--- config.mk ---
export PLATFORM = sky130hd
export DESIGN_NAME = mips_core
export DESIGN_NICKNAME = d
export VERILOG_FILES = /design/src/hw/mips_pkg.sv /design/src/hw/alu.sv /design/src/hw/control.sv /design/src/hw/cp0.sv /design/src/hw/mips_core.sv /design/src/hw/reg_file.sv
export VERILOG_INCLUDE_DIRS = /design/src /design/src/hw
export SDC_FILE = /design/constraint.sdc
export NUM_CORES = 2
export LEC_CHECK = 0
export BUFFER_PORTS_ARGS = -buffer_cell sky130_fd_sc_hd__buf_2
export CAP_MARGIN = 20
export CORE_MARGIN = 2
export CORE_UTILIZATION = 39
export DETAILED_ROUTE_END_ITERATION = 12
export GPL_ROUTABILITY_DRIVEN = 0
export HOLD_SLACK_MARGIN = 0.02
export PLACE_DENSITY = 0.6
export SLEW_MARGIN = 40
export SYNTH_ARGS = -nofsm -noshare
export SYNTH_HDL_FRONTEND = slang
export SYNTH_HIERARCHICAL = 1
export SYNTH_SLANG_ARGS = --single-unit
--- constraint.sdc ---
create_clock -name clk -period 7.8 [get_ports clk]
set_clock_uncertainty 0.2 [all_clocks]
set_input_delay 1.17 -clock clk [delete_from_list [all_inputs] [get_ports clk]]
set_output_delay 1.17 -clock clk [all_outputs]
set_load 0.05 [all_outputs]
--- src/hw/mips_config.svh ---
`ifndef MIPS_CONFIG_SVH
`define MIPS_CONFIG_SVH

// data path and address width.
`define MIPS_XLEN 32

// number of general purpose registers, register 0 reads as zero.
`define MIPS_REG_COUNT 32

// fetch address after reset.
`define MIPS_RESET_PC 32'h0000_0000

// all exceptions enter here.
`define MIPS_EXC_VECTOR 32'h0000_0080

`endif

--- src/hw/mips_pkg.sv ---
`default_nettype none

package mips_pkg;

	// primary opcodes. The coprocessor 0 instructions get opcodes of their own.
	typedef enum logic [5:0] {
		RTYPE = 6'h00,
		J     = 6'h02,
		JAL   = 6'h03,
		BEQ   = 6'h04,
		BNE   = 6'h05,
		ADDI  = 6'h08,
		SLTI  = 6'h0a,
		ANDI  = 6'h0c,
		ORI   = 6'h0d,
		XORI  = 6'h0e,
		LUI   = 6'h0f,
		MFC0  = 6'h10,
		MTC0  = 6'h11,
		ERET  = 6'h12,
		LW    = 6'h23,
		SW    = 6'h2b
	} opcode_e;

	typedef enum logic [5:0] {
		JR      = 6'h08,
		SYSCALL = 6'h0c,
		ADD     = 6'h20,
		SUB     = 6'h22,
		AND     = 6'h24,
		OR      = 6'h25,
		XOR     = 6'h26,
		SLT     = 6'h2a
	} funct_e;

	typedef enum logic [2:0] {
		ALU_ADD,
		ALU_SUB,
		ALU_AND,
		ALU_OR,
		ALU_XOR,
		ALU_SLT,
		ALU_LUI
	} alu_op_e;

	typedef enum logic [4:0] {
		CAUSE_SYS = 5'd8,
		CAUSE_RI  = 5'd10
	} exc_cause_e;

	typedef enum logic [4:0] {
		CP0_STATUS = 5'd12,
		CP0_CAUSE  = 5'd13,
		CP0_EPC    = 5'd14
	} cp0_reg_e;

endpackage

`default_nettype wire

--- src/hw/alu.sv ---
`timescale 1ns/1ps
`default_nettype none

`include "mips_config.svh"

module alu (
	input  logic [`MIPS_XLEN-1:0] a,
	input  logic [`MIPS_XLEN-1:0] b,
	input  mips_pkg::alu_op_e     op,
	output logic [`MIPS_XLEN-1:0] result,
	output logic                  zero
);

	localparam int HALF = `MIPS_XLEN / 2;

	logic [`MIPS_XLEN-1:0] sum;
	logic [`MIPS_XLEN-1:0] diff;
	logic                  less;

	assign sum  = a + b;
	assign diff = a - b;

	// signed compare, as slt and slti need.
	assign less = $signed(a) < $signed(b);

	always_comb begin
		case (op)
			mips_pkg::ALU_ADD: begin
				result = sum;
			end
			mips_pkg::ALU_SUB: begin
				result = diff;
			end
			mips_pkg::ALU_AND: begin
				result = a & b;
			end
			mips_pkg::ALU_OR: begin
				result = a | b;
			end
			mips_pkg::ALU_XOR: begin
				result = a ^ b;
			end
			mips_pkg::ALU_SLT: begin
				result = {{(`MIPS_XLEN-1){1'b0}}, less};
			end
			mips_pkg::ALU_LUI: begin
				result = {b[HALF-1:0], {HALF{1'b0}}};
			end
			default: begin
				result = sum;
			end
		endcase
	end

	// beq and bne compare the operands directly.
	assign zero = (diff == '0);

endmodule

`default_nettype wire

--- src/hw/control.sv ---
`timescale 1ns/1ps
`default_nettype none

module control (
	input  mips_pkg::opcode_e opcode,
	input  mips_pkg::funct_e  funct,
	input  logic              cpu_mode,
	output logic              regwrite,
	output logic              memtoreg,
	output logic              memread,
	output logic              memwrite,
	output logic              isbranch,
	output logic              isjump,
	output logic              jumpdst,
	output logic              islink,
	output logic              regdst,
	output mips_pkg::alu_op_e alu_op,
	output logic              alu_src_imm,
	output logic              cp0_read,
	output logic              cp0_write,
	output logic              exc_ri,
	output logic              exc_sys,
	output logic              exc_ret
);

	// every strobe starts low, each opcode raises only what it needs.
	always_comb begin
		regwrite    = 1'b0;
		memtoreg    = 1'b0;
		memread     = 1'b0;
		memwrite    = 1'b0;
		isbranch    = 1'b0;
		isjump      = 1'b0;
		jumpdst     = 1'b0;
		islink      = 1'b0;
		regdst      = 1'b0;
		alu_op      = mips_pkg::ALU_ADD;
		alu_src_imm = 1'b0;
		cp0_read    = 1'b0;
		cp0_write   = 1'b0;
		exc_ri      = 1'b0;
		exc_sys     = 1'b0;
		exc_ret     = 1'b0;

		case (opcode)
			mips_pkg::RTYPE: begin
				case (funct)
					mips_pkg::JR: begin
						isjump  = 1'b1;
						jumpdst = 1'b1;
					end
					mips_pkg::SYSCALL: exc_sys = 1'b1;
					mips_pkg::ADD,
					mips_pkg::SUB,
					mips_pkg::AND,
					mips_pkg::OR,
					mips_pkg::XOR,
					mips_pkg::SLT: begin
						regwrite = 1'b1;
						regdst   = 1'b1;
						case (funct)
							mips_pkg::SUB: alu_op = mips_pkg::ALU_SUB;
							mips_pkg::AND: alu_op = mips_pkg::ALU_AND;
							mips_pkg::OR:  alu_op = mips_pkg::ALU_OR;
							mips_pkg::XOR: alu_op = mips_pkg::ALU_XOR;
							mips_pkg::SLT: alu_op = mips_pkg::ALU_SLT;
							default:       alu_op = mips_pkg::ALU_ADD;
						endcase
					end
					default: exc_ri = 1'b1;
				endcase
			end
			mips_pkg::ADDI,
			mips_pkg::ANDI,
			mips_pkg::ORI,
			mips_pkg::XORI,
			mips_pkg::SLTI,
			mips_pkg::LUI: begin
				regwrite    = 1'b1;
				alu_src_imm = 1'b1;
				case (opcode)
					mips_pkg::ANDI: alu_op = mips_pkg::ALU_AND;
					mips_pkg::ORI:  alu_op = mips_pkg::ALU_OR;
					mips_pkg::XORI: alu_op = mips_pkg::ALU_XOR;
					mips_pkg::SLTI: alu_op = mips_pkg::ALU_SLT;
					mips_pkg::LUI:  alu_op = mips_pkg::ALU_LUI;
					default:        alu_op = mips_pkg::ALU_ADD;
				endcase
			end
			mips_pkg::LW: begin
				regwrite    = 1'b1;
				memtoreg    = 1'b1;
				memread     = 1'b1;
				alu_src_imm = 1'b1;
			end
			mips_pkg::SW: begin
				memwrite    = 1'b1;
				alu_src_imm = 1'b1;
			end
			mips_pkg::BEQ,
			mips_pkg::BNE: begin
				isbranch = 1'b1;
				alu_op   = mips_pkg::ALU_SUB;
			end
			mips_pkg::J: isjump = 1'b1;
			mips_pkg::JAL: begin
				isjump   = 1'b1;
				islink   = 1'b1;
				regwrite = 1'b1;
			end
			// privileged instructions act only in kernel mode.
			mips_pkg::MFC0: begin
				exc_ri   = ~cpu_mode;
				regwrite = cpu_mode;
				cp0_read = cpu_mode;
			end
			mips_pkg::MTC0: begin
				exc_ri    = ~cpu_mode;
				cp0_write = cpu_mode;
			end
			mips_pkg::ERET: begin
				exc_ri  = ~cpu_mode;
				exc_ret = cpu_mode;
			end
			default: exc_ri = 1'b1;
		endcase
	end

endmodule

`default_nettype wire

--- src/hw/cp0.sv ---
`timescale 1ns/1ps
`default_nettype none

`include "mips_config.svh"

module cp0 (
	input  logic                   clk,
	input  logic                   arst_n,
	input  logic                   exc_take,
	input  mips_pkg::exc_cause_e   exc_cause,
	input  logic [`MIPS_XLEN-1:0]  exc_pc,
	input  logic                   exc_ret,
	input  logic                   wr_en,
	input  mips_pkg::cp0_reg_e     reg_sel,
	input  logic [`MIPS_XLEN-1:0]  wr_data,
	output logic [`MIPS_XLEN-1:0]  rd_data,
	output logic [`MIPS_XLEN-1:0]  epc,
	output logic                   kernel_mode
);

	logic                  mode_q;
	logic [4:0]            cause_q;
	logic [`MIPS_XLEN-1:0] epc_q;

	// exception entry wins over eret and over an mtc0 in the same cycle.
	always_ff @(posedge clk or negedge arst_n) begin
		if (!arst_n) begin
			mode_q  <= 1'b1;
			cause_q <= '0;
			epc_q   <= '0;
		end else if (exc_take) begin
			mode_q  <= 1'b1;
			cause_q <= exc_cause;
			epc_q   <= exc_pc;
		end else if (exc_ret) begin
			mode_q <= 1'b0;
		end else if (wr_en) begin
			case (reg_sel)
				mips_pkg::CP0_STATUS: mode_q  <= wr_data[0];
				mips_pkg::CP0_CAUSE:  cause_q <= wr_data[6:2];
				mips_pkg::CP0_EPC:    epc_q   <= wr_data;
				default: begin
				end
			endcase
		end
	end

	// the cause code sits in bits 6:2, as in the exccode field.
	always_comb begin
		case (reg_sel)
			mips_pkg::CP0_STATUS: rd_data = {{(`MIPS_XLEN-1){1'b0}}, mode_q};
			mips_pkg::CP0_CAUSE:  rd_data = {{(`MIPS_XLEN-7){1'b0}}, cause_q, 2'b00};
			mips_pkg::CP0_EPC:    rd_data = epc_q;
			default:              rd_data = '0;
		endcase
	end

	assign epc         = epc_q;
	assign kernel_mode = mode_q;

endmodule

`default_nettype wire

--- src/hw/mips_core.sv ---
`timescale 1ns/1ps
`default_nettype none

`include "mips_config.svh"

module mips_core (
	input  logic                  clk,
	input  logic                  arst_n,
	output logic [`MIPS_XLEN-1:0] pc,
	input  logic [`MIPS_XLEN-1:0] instr,
	output logic [`MIPS_XLEN-1:0] mem_addr,
	output logic [`MIPS_XLEN-1:0] mem_wdata,
	output logic                  mem_write,
	output logic                  mem_read,
	input  logic [`MIPS_XLEN-1:0] mem_rdata,
	output logic                  wb_en,
	output logic [4:0]            wb_reg,
	output logic [`MIPS_XLEN-1:0] wb_data,
	output logic                  kernel_mode
);

	mips_pkg::opcode_e     opcode;
	mips_pkg::funct_e      funct;
	logic [4:0]            rs, rt, rd;
	logic [15:0]           imm;
	logic [25:0]           target;

	logic                  regwrite, memtoreg, memread, memwrite;
	logic                  isbranch, isjump, jumpdst, islink, regdst;
	logic                  alu_src_imm, cp0_read, cp0_write;
	logic                  exc_ri, exc_sys, exc_ret, exc_take;
	mips_pkg::alu_op_e     alu_op;

	logic [`MIPS_XLEN-1:0] rs_data, rt_data, imm_ext, alu_b, alu_result;
	logic                  alu_zero;
	logic [`MIPS_XLEN-1:0] cp0_rd_data, epc;
	logic [`MIPS_XLEN-1:0] pc_plus4, branch_target, jump_target, pc_next;
	logic                  branch_taken, zero_ext;

	assign opcode = mips_pkg::opcode_e'(instr[31:26]);
	assign funct  = mips_pkg::funct_e'(instr[5:0]);
	assign rs     = instr[25:21];
	assign rt     = instr[20:16];
	assign rd     = instr[15:11];
	assign imm    = instr[15:0];
	assign target = instr[25:0];

	control control_inst (
		.opcode, .funct, .cpu_mode(kernel_mode),
		.regwrite, .memtoreg, .memread, .memwrite, .isbranch, .isjump, .jumpdst,
		.islink, .regdst, .alu_op, .alu_src_imm, .cp0_read, .cp0_write,
		.exc_ri, .exc_sys, .exc_ret
	);

	assign exc_take = exc_ri | exc_sys;

	// logical immediates are zero extended, all others sign extended.
	assign zero_ext = (opcode == mips_pkg::ANDI) || (opcode == mips_pkg::ORI) ||
			(opcode == mips_pkg::XORI);
	assign imm_ext  = zero_ext ? {{(`MIPS_XLEN-16){1'b0}}, imm} :
			{{(`MIPS_XLEN-16){imm[15]}}, imm};
	assign alu_b    = alu_src_imm ? imm_ext : rt_data;

	reg_file reg_file_inst (
		.clk, .arst_n, .rs_addr(rs), .rt_addr(rt),
		.wr_en(wb_en), .wr_addr(wb_reg), .wr_data(wb_data),
		.rs_data, .rt_data
	);

	alu alu_inst (
		.a(rs_data), .b(alu_b), .op(alu_op), .result(alu_result), .zero(alu_zero)
	);

	cp0 cp0_inst (
		.clk, .arst_n, .exc_take,
		.exc_cause(exc_sys ? mips_pkg::CAUSE_SYS : mips_pkg::CAUSE_RI),
		.exc_pc(pc), .exc_ret, .wr_en(cp0_write),
		.reg_sel(mips_pkg::cp0_reg_e'(rd)), .wr_data(rt_data),
		.rd_data(cp0_rd_data), .epc, .kernel_mode
	);

	// an excepting instruction leaves registers and memory untouched.
	assign wb_en     = arst_n & regwrite & ~exc_take;
	assign mem_write = arst_n & memwrite & ~exc_take;
	assign mem_read  = arst_n & memread & ~exc_take;
	assign mem_addr  = alu_result;
	assign mem_wdata = rt_data;

	assign wb_reg  = islink ? 5'd31 : (regdst ? rd : rt);
	assign wb_data = islink   ? pc_plus4 :
			cp0_read ? cp0_rd_data :
			memtoreg ? mem_rdata : alu_result;

	assign pc_plus4      = pc + `MIPS_XLEN'd4;
	assign branch_target = pc_plus4 + {imm_ext[`MIPS_XLEN-3:0], 2'b00};
	assign jump_target   = {pc_plus4[`MIPS_XLEN-1:28], target, 2'b00};
	assign branch_taken  = isbranch & ((opcode == mips_pkg::BNE) ? ~alu_zero : alu_zero);

	always_comb begin
		if (exc_take) begin
			pc_next = `MIPS_EXC_VECTOR;
		end else if (exc_ret) begin
			pc_next = epc;
		end else if (isjump && jumpdst) begin
			pc_next = rs_data;
		end else if (isjump) begin
			pc_next = jump_target;
		end else if (branch_taken) begin
			pc_next = branch_target;
		end else begin
			pc_next = pc_plus4;
		end
	end

	always_ff @(posedge clk or negedge arst_n) begin
		if (!arst_n) begin
			pc <= `MIPS_RESET_PC;
		end else begin
			pc <= pc_next;
		end
	end

endmodule

`default_nettype wire

--- src/hw/reg_file.sv ---
`timescale 1ns/1ps
`default_nettype none

`include "mips_config.svh"

module reg_file (
	input  logic                  clk,
	input  logic                  arst_n,
	input  logic [4:0]            rs_addr,
	input  logic [4:0]            rt_addr,
	input  logic                  wr_en,
	input  logic [4:0]            wr_addr,
	input  logic [`MIPS_XLEN-1:0] wr_data,
	output logic [`MIPS_XLEN-1:0] rs_data,
	output logic [`MIPS_XLEN-1:0] rt_data
);

	logic [`MIPS_XLEN-1:0] regs [`MIPS_REG_COUNT];

	always_ff @(posedge clk or negedge arst_n) begin
		if (!arst_n) begin
			for (int i = 0; i < `MIPS_REG_COUNT; i++) begin
				regs[i] <= '0;
			end
		end else if (wr_en && wr_addr != 5'd0) begin
			regs[wr_addr] <= wr_data;
		end
	end

	// register 0 is never written, so it keeps the zero it gets at reset.
	assign rs_data = regs[rs_addr];
	assign rt_data = regs[rt_addr];

endmodule

`default_nettype wire

# Word-level counts from Yosys, hierarchy flattened
# Index checks and enable logic that the tools add are counted.
[totals]
mem_bits_rw = 0
n_memories = 0
romBits = 0
latchBits = 0
output_inout_bits = 137
reg_bits = 1094
word_cells = 179
[op_classes]
order_cmp = 5
bitwise = 17
multipliers = 0
addsub = 4
reduce_logical = 25
muxes = 59
div = 0
shifts = 0
n_eq_ne = 33
[op_table]
columns = ["operator", "count"]
rows = [
  ["$bwmux W1024", 1],
  ["$mux W32", 19],
  ["$bmux W32 S5", 2],
  ["$pmux W32 S6", 1],
  ["$demux W32 S5", 1],
  ["$pmux W32 S3", 1],
  ["$add A32 B32 Y32", 2],
  ["$eq A6 B4 Y1 const B", 8],
  ["$eq A6 B6 Y1 const B", 8],
  ["$add A32 B3 Y32 const B", 1],
  ["$and A32 B32 Y32", 1],
  ["$logic_not A32 Y1", 1],
  ["$lt A32 B32 Y1", 1],
  ["$or A32 B32 Y32", 1],
  ["$sub A32 B32 Y32", 1],
  ["$xor A32 B32 Y32", 1],
  ["$mux W5", 6],
  ["$pmux W3 S5", 2],
  ["$reduce_or A8 Y1", 3],
  ["$mux W1", 20],
  ["$eq A6 B5 Y1 const B", 3],
  ["$ge A6 B6 Y1 const B", 3],
  ["$not A5 Y6", 3],
  ["$eq A5 B4 Y1 const B", 3],
  ["other kinds (27)", 50],
]

# Depth between registers and ports, before layout
[depth]
depth_word = 15
ltp_mapped = 33

# Modules after synthesis
# Netlist, hierarchy kept.
[by_module_without_submodules]
columns = ["mod", "area_per_inst_um2", "instances", "cells_per_inst"]
rows = [
  ["reg_file", 55942.4, 1, 4601],
  ["alu", 6286.0, 1, 966],
  ["mips_core", 5873.1, 1, 807],
  ["cp0", 2238.4, 1, 261],
  ["control", 451.7, 1, 74],
]

# Worst setup path before layout
# Ideal clock, no wire load.
[synth_timing]
kind = "in2out"
start = "input instr[17]"
end = "output wb_data[25]"
arrival_ps = 8199
stages = 26
path_buffers = 5
setup_slack_ps = -1769
path_cell_list = "buf_2 -> buf_4 -> buf_2 -> buf_2 -> mux2i_1 -> nand2_1 -> a31oi_1 -> nand3_1 -> mux2_2 -> inv_1 -> ha_1 -> clkbuf_1 -> o21ai_0 -> nor3_1 -> a21o_1 -> a21oi_1 -> a41oi_1 -> a32o_1 -> nor2_1 -> o21ai_0 -> xnor2_1 -> a221oi_1 -> mux2i_1 -> nor2_1 -> a21oi_1 -> o21ai_0"
[synth_between]
elab_chain_cells = 10
word_cells_on_any_way = 14
[synth_lines]
columns = ["item", "line", "rtl"]
rows = [
  ["start: declaration", "mips_core.sv:10", "input logic [`MIPS_XLEN-1:0] instr,"],
  ["$not A5 Y6 (implied by the code) (*)", "reg_file.sv:32", "assign rt_data = regs[rt_addr];"],
  ["$bmux W32 S5 (*)", "reg_file.sv:32", ""],
  ["$mux W32 (implied by the code) (*) (2 in a row)", "reg_file.sv:32", ""],
  ["via mem_wdata[12]", "mips_core.sv:12", "output logic [`MIPS_XLEN-1:0] mem_wdata,"],
  ["$mux W32 (*)", "mips_core.sv:62", "assign alu_b = alu_src_imm ? imm_ext : rt_data;"],
  ["via alu_b[12]", "mips_core.sv:34", "logic [`MIPS_XLEN-1:0] rs_data, rt_data, imm_ext, alu_b, alu_result;"],
  ["$add A32 B32 Y32 / $sub A32 B32 Y32 (equally long branches)", "alu.sv:20, alu.sv:21", ""],
  ["$pmux W32 S6 (*)", "alu.sv:27", "case (op)"],
  ["via mem_addr[25]", "mips_core.sv:11", "output logic [`MIPS_XLEN-1:0] mem_addr,"],
  ["$mux W32 (*)", "mips_core.sv:92", "memtoreg ? mem_rdata : alu_result;"],
  ["$mux W32 (*)", "mips_core.sv:91", "cp0_read ? cp0_rd_data :"],
  ["$mux W32 (*)", "mips_core.sv:90", "assign wb_data = islink ? pc_plus4 :"],
  ["end: declaration", "mips_core.sv:18", "output logic [`MIPS_XLEN-1:0] wb_data,"],
]
# Mark *: on every way through the listed nets, which the timed path passes. The rest lies on a longest branch. The select of a mux whose other input is x is not followed.

# Worst setup path in the final report
[layout_timing]
start = "input instr[19]"
end = "output wb_data[26]"
[layout_between]
elab_chain_cells = 10
word_cells_on_any_way = 14
[layout_lines]
columns = ["item", "line"]
rows = [
  ["$not A5 Y6 (implied by the code) (*)", "reg_file.sv:32"],
  ["$bmux W32 S5 (*)", "reg_file.sv:32"],
  ["$mux W32 (implied by the code) (*) (2 in a row)", "reg_file.sv:32"],
  ["$mux W32 (*)", "mips_core.sv:62"],
  ["via alu_b[0]", "mips_core.sv:34"],
  ["$add A32 B32 Y32 / $sub A32 B32 Y32 (equally long branches)", "alu.sv:20, alu.sv:21"],
  ["$pmux W32 S6 (*)", "alu.sv:27"],
  ["$mux W32 (*)", "mips_core.sv:92"],
  ["$mux W32 (*)", "mips_core.sv:91"],
  ["$mux W32 (*)", "mips_core.sv:90"],
]
# Marked as above.

==> qor.json <==
{
  "route": {
    "drtIter0Drc": 6012,
    "drt_first_pass_iters": 8,
    "routed_wl_mm": 279.9,
    "detail_route.vias_per_cell": 6.138,
    "route.vias.total": 59700,
    "post-route-drc-count": 0,
    "detail-route-antenna-nets": 0,
    "average_detailed_routed_wire_length_per_instance_um": 28.78
  },
  "setup_path": {
    "cp_top_family": "compound AO/OA/AOI/OAI gates",
    "worstRegToRegCells": 29,
    "worst_path_buf_inv": 10,
    "end_of_the_worst_register_to_register_path": "pc[27]",
    "minimum_setup_slack_among_reg_to_reg_paths_ns": 1.12,
    "timing.setup.critical_path_class": "input port to output pin",
    "rr_startpoint": "reg_file_inst/regs[937]",
    "timing.critical_path.fanout_max": 11,
    "cell_with_the_biggest_individual_delay_on_the_critical_path": "sky130_fd_sc_hd__fa_1",
    "crit_path_frequent_cell": "sky130_fd_sc_hd__buf_4",
    "cp_slowest_stage_delay_ns": 0.39,
    "worst-endpoint-arrival_ns": 6.39,
    "worst_setup_path_end_kind": "output pin",
    "cp-start-kind": "input port",
    "worst_ep_required_time_ns": 6.43
  },
  "timing": {
    "post-route-min-period_ns": 7.763,
    "max_clock_freq_ghz": 0.1288,
    "relSlewSlack_pct": 38.96,
    "final-setup-viol-count": 0,
    "grt_setup_unrepaired": "true",
    "maxSlewViolCount": 0,
    "finalHoldViolCount": 0,
    "worstMarginPinSlew_ns": 0.9135,
    "finalCritPeriodShare_pct": 99.52,
    "finalSetupTns_ns": 0
  },
  "min_path": {
    "hold_path.class": "input port to async pin"
  },
  "final_layout": {
    "utilization_pct": 47.15,
    "postLayoutCellArea_mm2": 0.08513,
    "fin_cells": 9726,
    "post_route_cells_drive_above_1_share_pct": 33.79,
    "area.growth.synth_to_final_pct": 20.25,
    "area.sequential_mm2": 0.02738,
    "final_net_count": 7452,
    "multi_input_gate_area_mm2": 0.04066,
    "layout.filler_cells": 16510
  },
  "yosys": {
    "postSynthRegisterBits": 1094,
    "synth.avg_cell_area_um2": 10.55,
    "netlist.area_leader.share_pct": 38.64,
    "ys_top_cells_by_count": "sky130_fd_sc_hd__mux2i_1 (1097), sky130_fd_sc_hd__dfrtp_1 (1093), sky130_fd_sc_hd__mux2_2 (976)",
    "synth-main-ff-cell": "sky130_fd_sc_hd__dfrtp_1",
    "number_of_instances_in_the_synthesized_netlist": 6709,
    "synth_area_leaders": "sky130_fd_sc_hd__dfrtp_1 (39%), sky130_fd_sc_hd__mux2_2 (16%), sky130_fd_sc_hd__mux2i_1 (16%)",
    "count_of_flip_flops_with_a_built_in_enable_after_synthesis": 0,
    "synthMostInstantiatedCell": "sky130_fd_sc_hd__mux2i_1",
    "synth.cell_area_mm2": 0.07079,
    "synth_top_area_cell": "sky130_fd_sc_hd__dfrtp_1",
    "synthDistinctLibCells": 117,
    "ys_async_sr_fraction_pct": 100.0,
    "synthesis.yosys.warnings": 6,
    "yosysSeqAreaShare_pct": 38.67
  },
  "global_routing": {
    "initial_antenna_violation_count": 12,
    "grt_pass1_vias": 59290,
    "grt_pass1_wl_mm": 403.8,
    "grtUsageTotal_pct": 29.13,
    "maximum_number_of_pins_on_one_net_before_global_route_repair": 94,
    "globalRouteOverflowTotal": 0
  },
  "status": {
    "status": "finished clean"
  },
  "floorplanning": {
    "die_width_um": 430.1,
    "std_cell_rows": 156,
    "coreArea_mm2": 0.1805,
    "num_io_pins": 203,
    "die-height_um": 430.1,
    "initial_core_util_pct": 39.21,
    "die_area_mm2": 0.1849
  },
  "power_and_ir_drop": {
    "report.power.total_w": 0.01745,
    "leak_pwr_nw": 41.26,
    "peakVddDrop_mv": 0.1897,
    "power_density_mw_per_mm2": 205.0
  },
  "clock_network": {
    "clock_transition_at_the_registers_of_the_reported_paths_ns": 0.06,
    "clock_sinks": 1094,
    "cts_inserted_buffers": 121,
    "cts_buffer_depth": 3,
    "cts_htree_levels": 3,
    "cts.hold.buffers_added": 0,
    "cts_tree": "built",
    "root_buffer_master": "sky130_fd_sc_hd__clkbuf_16",
    "clock_insertion_delay_worst_skew_ns": 0.80
  },
  "placement": {
    "numPlacedInstances": 9450,
    "placedInstanceArea_mm2": 0.07966,
    "io_buffer_count": 202,
    "hpwl_mm": 194.6
  },
  "flow_run": {
    "timing.max_cap.violations": 0
  }
}
## placed cells by master, fill, tap and decap left out, types with 32 or more instances in the layout
master / count
sky130_fd_sc_hd__dfrtp_1: 1093
sky130_fd_sc_hd__buf_12: 114
sky130_fd_sc_hd__nor2_1: 171
sky130_fd_sc_hd__ha_1: 125
sky130_fd_sc_hd__xnor2_1: 72
sky130_fd_sc_hd__mux2i_1: 1085
sky130_fd_sc_hd__mux2_2: 972
sky130_fd_sc_hd__a22o_1: 136
sky130_fd_sc_hd__a21oi_1: 374
sky130_fd_sc_hd__nand3_1: 224
sky130_fd_sc_hd__a31oi_1: 83
sky130_fd_sc_hd__mux2_1: 40
sky130_fd_sc_hd__nand2_1: 386
sky130_fd_sc_hd__nand4_1: 55
sky130_fd_sc_hd__o311ai_1: 32
sky130_fd_sc_hd__a22oi_1: 201
sky130_fd_sc_hd__o21ai_2: 33
sky130_fd_sc_hd__inv_1: 165
sky130_fd_sc_hd__buf_2: 172
sky130_fd_sc_hd__o21ai_0: 89
sky130_fd_sc_hd__clkbuf_16: 127
sky130_fd_sc_hd__buf_4: 695
sky130_fd_sc_hd__nor3_1: 93
## where the power goes
| group | internal, W | switching, W | total [W] |
|---|---|---|---|
| Clock | 0.00339 | 0.00255 | 0.00594 |
| Sequential | 0.00581 | 0.000106 | 0.00592 |
| Combinational | 0.00202 | 0.00358 | 0.00560 |
## repair_timing
action,CTS,global route
gates resized for setup,55,128
endpoints found under the setup margin,17,23
buffers inserted,9,32
pin swaps,8,23
gates cloned,2,5
## per-layer routing
| metal | global-route usage [%] | part of all wire (%) | vias to the layer above |
|---|---|---|---|
| met2 | 45.24 | 44 | 2971 |
| met3 | 6.273 | 9.2 | 780 |
| met4 | 16.21 | 6.1 | 8 |
| li1 | - | - | 25770 |
| met5 | 0 | 0.023 | - |
| met1 | 37.67 | 40 | 30170 |
## state kept, by name (all words and copies together) (netlist names)
| signal | count |
|---|---|
| pc | 32 |
| cp0_inst/kernel_mode | 1 |
| reg_file_inst/regs | 1024 |
| cp0_inst/epc | 32 |
| cp0_inst/cause_q | 5 |
## how the worst max path moves through the flow
stage                     slack (ns)  startpoint          end  cells past startpoint
after global routing           -0.13   instr[16]  wb_data[29]                     28
after CTS                      -0.02   instr[18]  wb_data[28]                     28
after global placement         -0.34   instr[17]       pc[31]                     34
after floorplan                -0.26   instr[17]  wb_data[25]                     26
final                           0.04   instr[19]  wb_data[26]                     30
after detailed placement       -0.36   instr[18]  wb_data[15]                     26
## through the flow
step                setup slack (ns)  hold slack [ns]
finish                       0.03735           0.1364
global route                 -0.1269           0.1605
CTS                         -0.02475           0.1140
detailed placement           -0.3623           0.1882
global placement             -0.3381           0.1839
floorplan                    -0.2595           0.2488
## worst register-to-register path, delay by kind of cell (launching register included)
kind,cells,cell delay [ns]
AO/OA/AOI/OAI,13,2.92
adder cells (fa/ha/maj),1,0.22
buffers and inverters,7,0.89
flip-flops,1,0.39
multiplexers,2,0.52
AND/OR/NAND/NOR,6,1.46
## area by class of cell
class,instances,share of cell area (%)
Timing Repair Buffer,1041,11.00
Antenna cell,8,0.02352
Clock buffer,169,4.004
Tap cell,2370,3.483
Sequential cell,1094,32.16
Multi-Input combinational cell,4818,47.76
Clock inverter,51,0.7981
Inverter,175,0.7716
## cell families (layout without fill, tap and decap cells)
kind of cell / count (synthesis) / count (layout) / synth area share (%)
buffers and inverters: 799 / 1436 / 5.541
AO/OA/AOI/OAI: 1272 / 1272 / 12.18
AND/OR/NAND/NOR: 1198 / 1198 / 8.293
multiplexers: 2113 / 2113 / 31.67
XOR/XNOR: 96 / 96 / 1.207
other: 2 / 12 / 0.01061
adder cells (fa/ha/maj): 135 / 135 / 2.418
flip-flops: 1094 / 1094 / 38.67
Note: power is estimated with default switching activity, not from simulation.
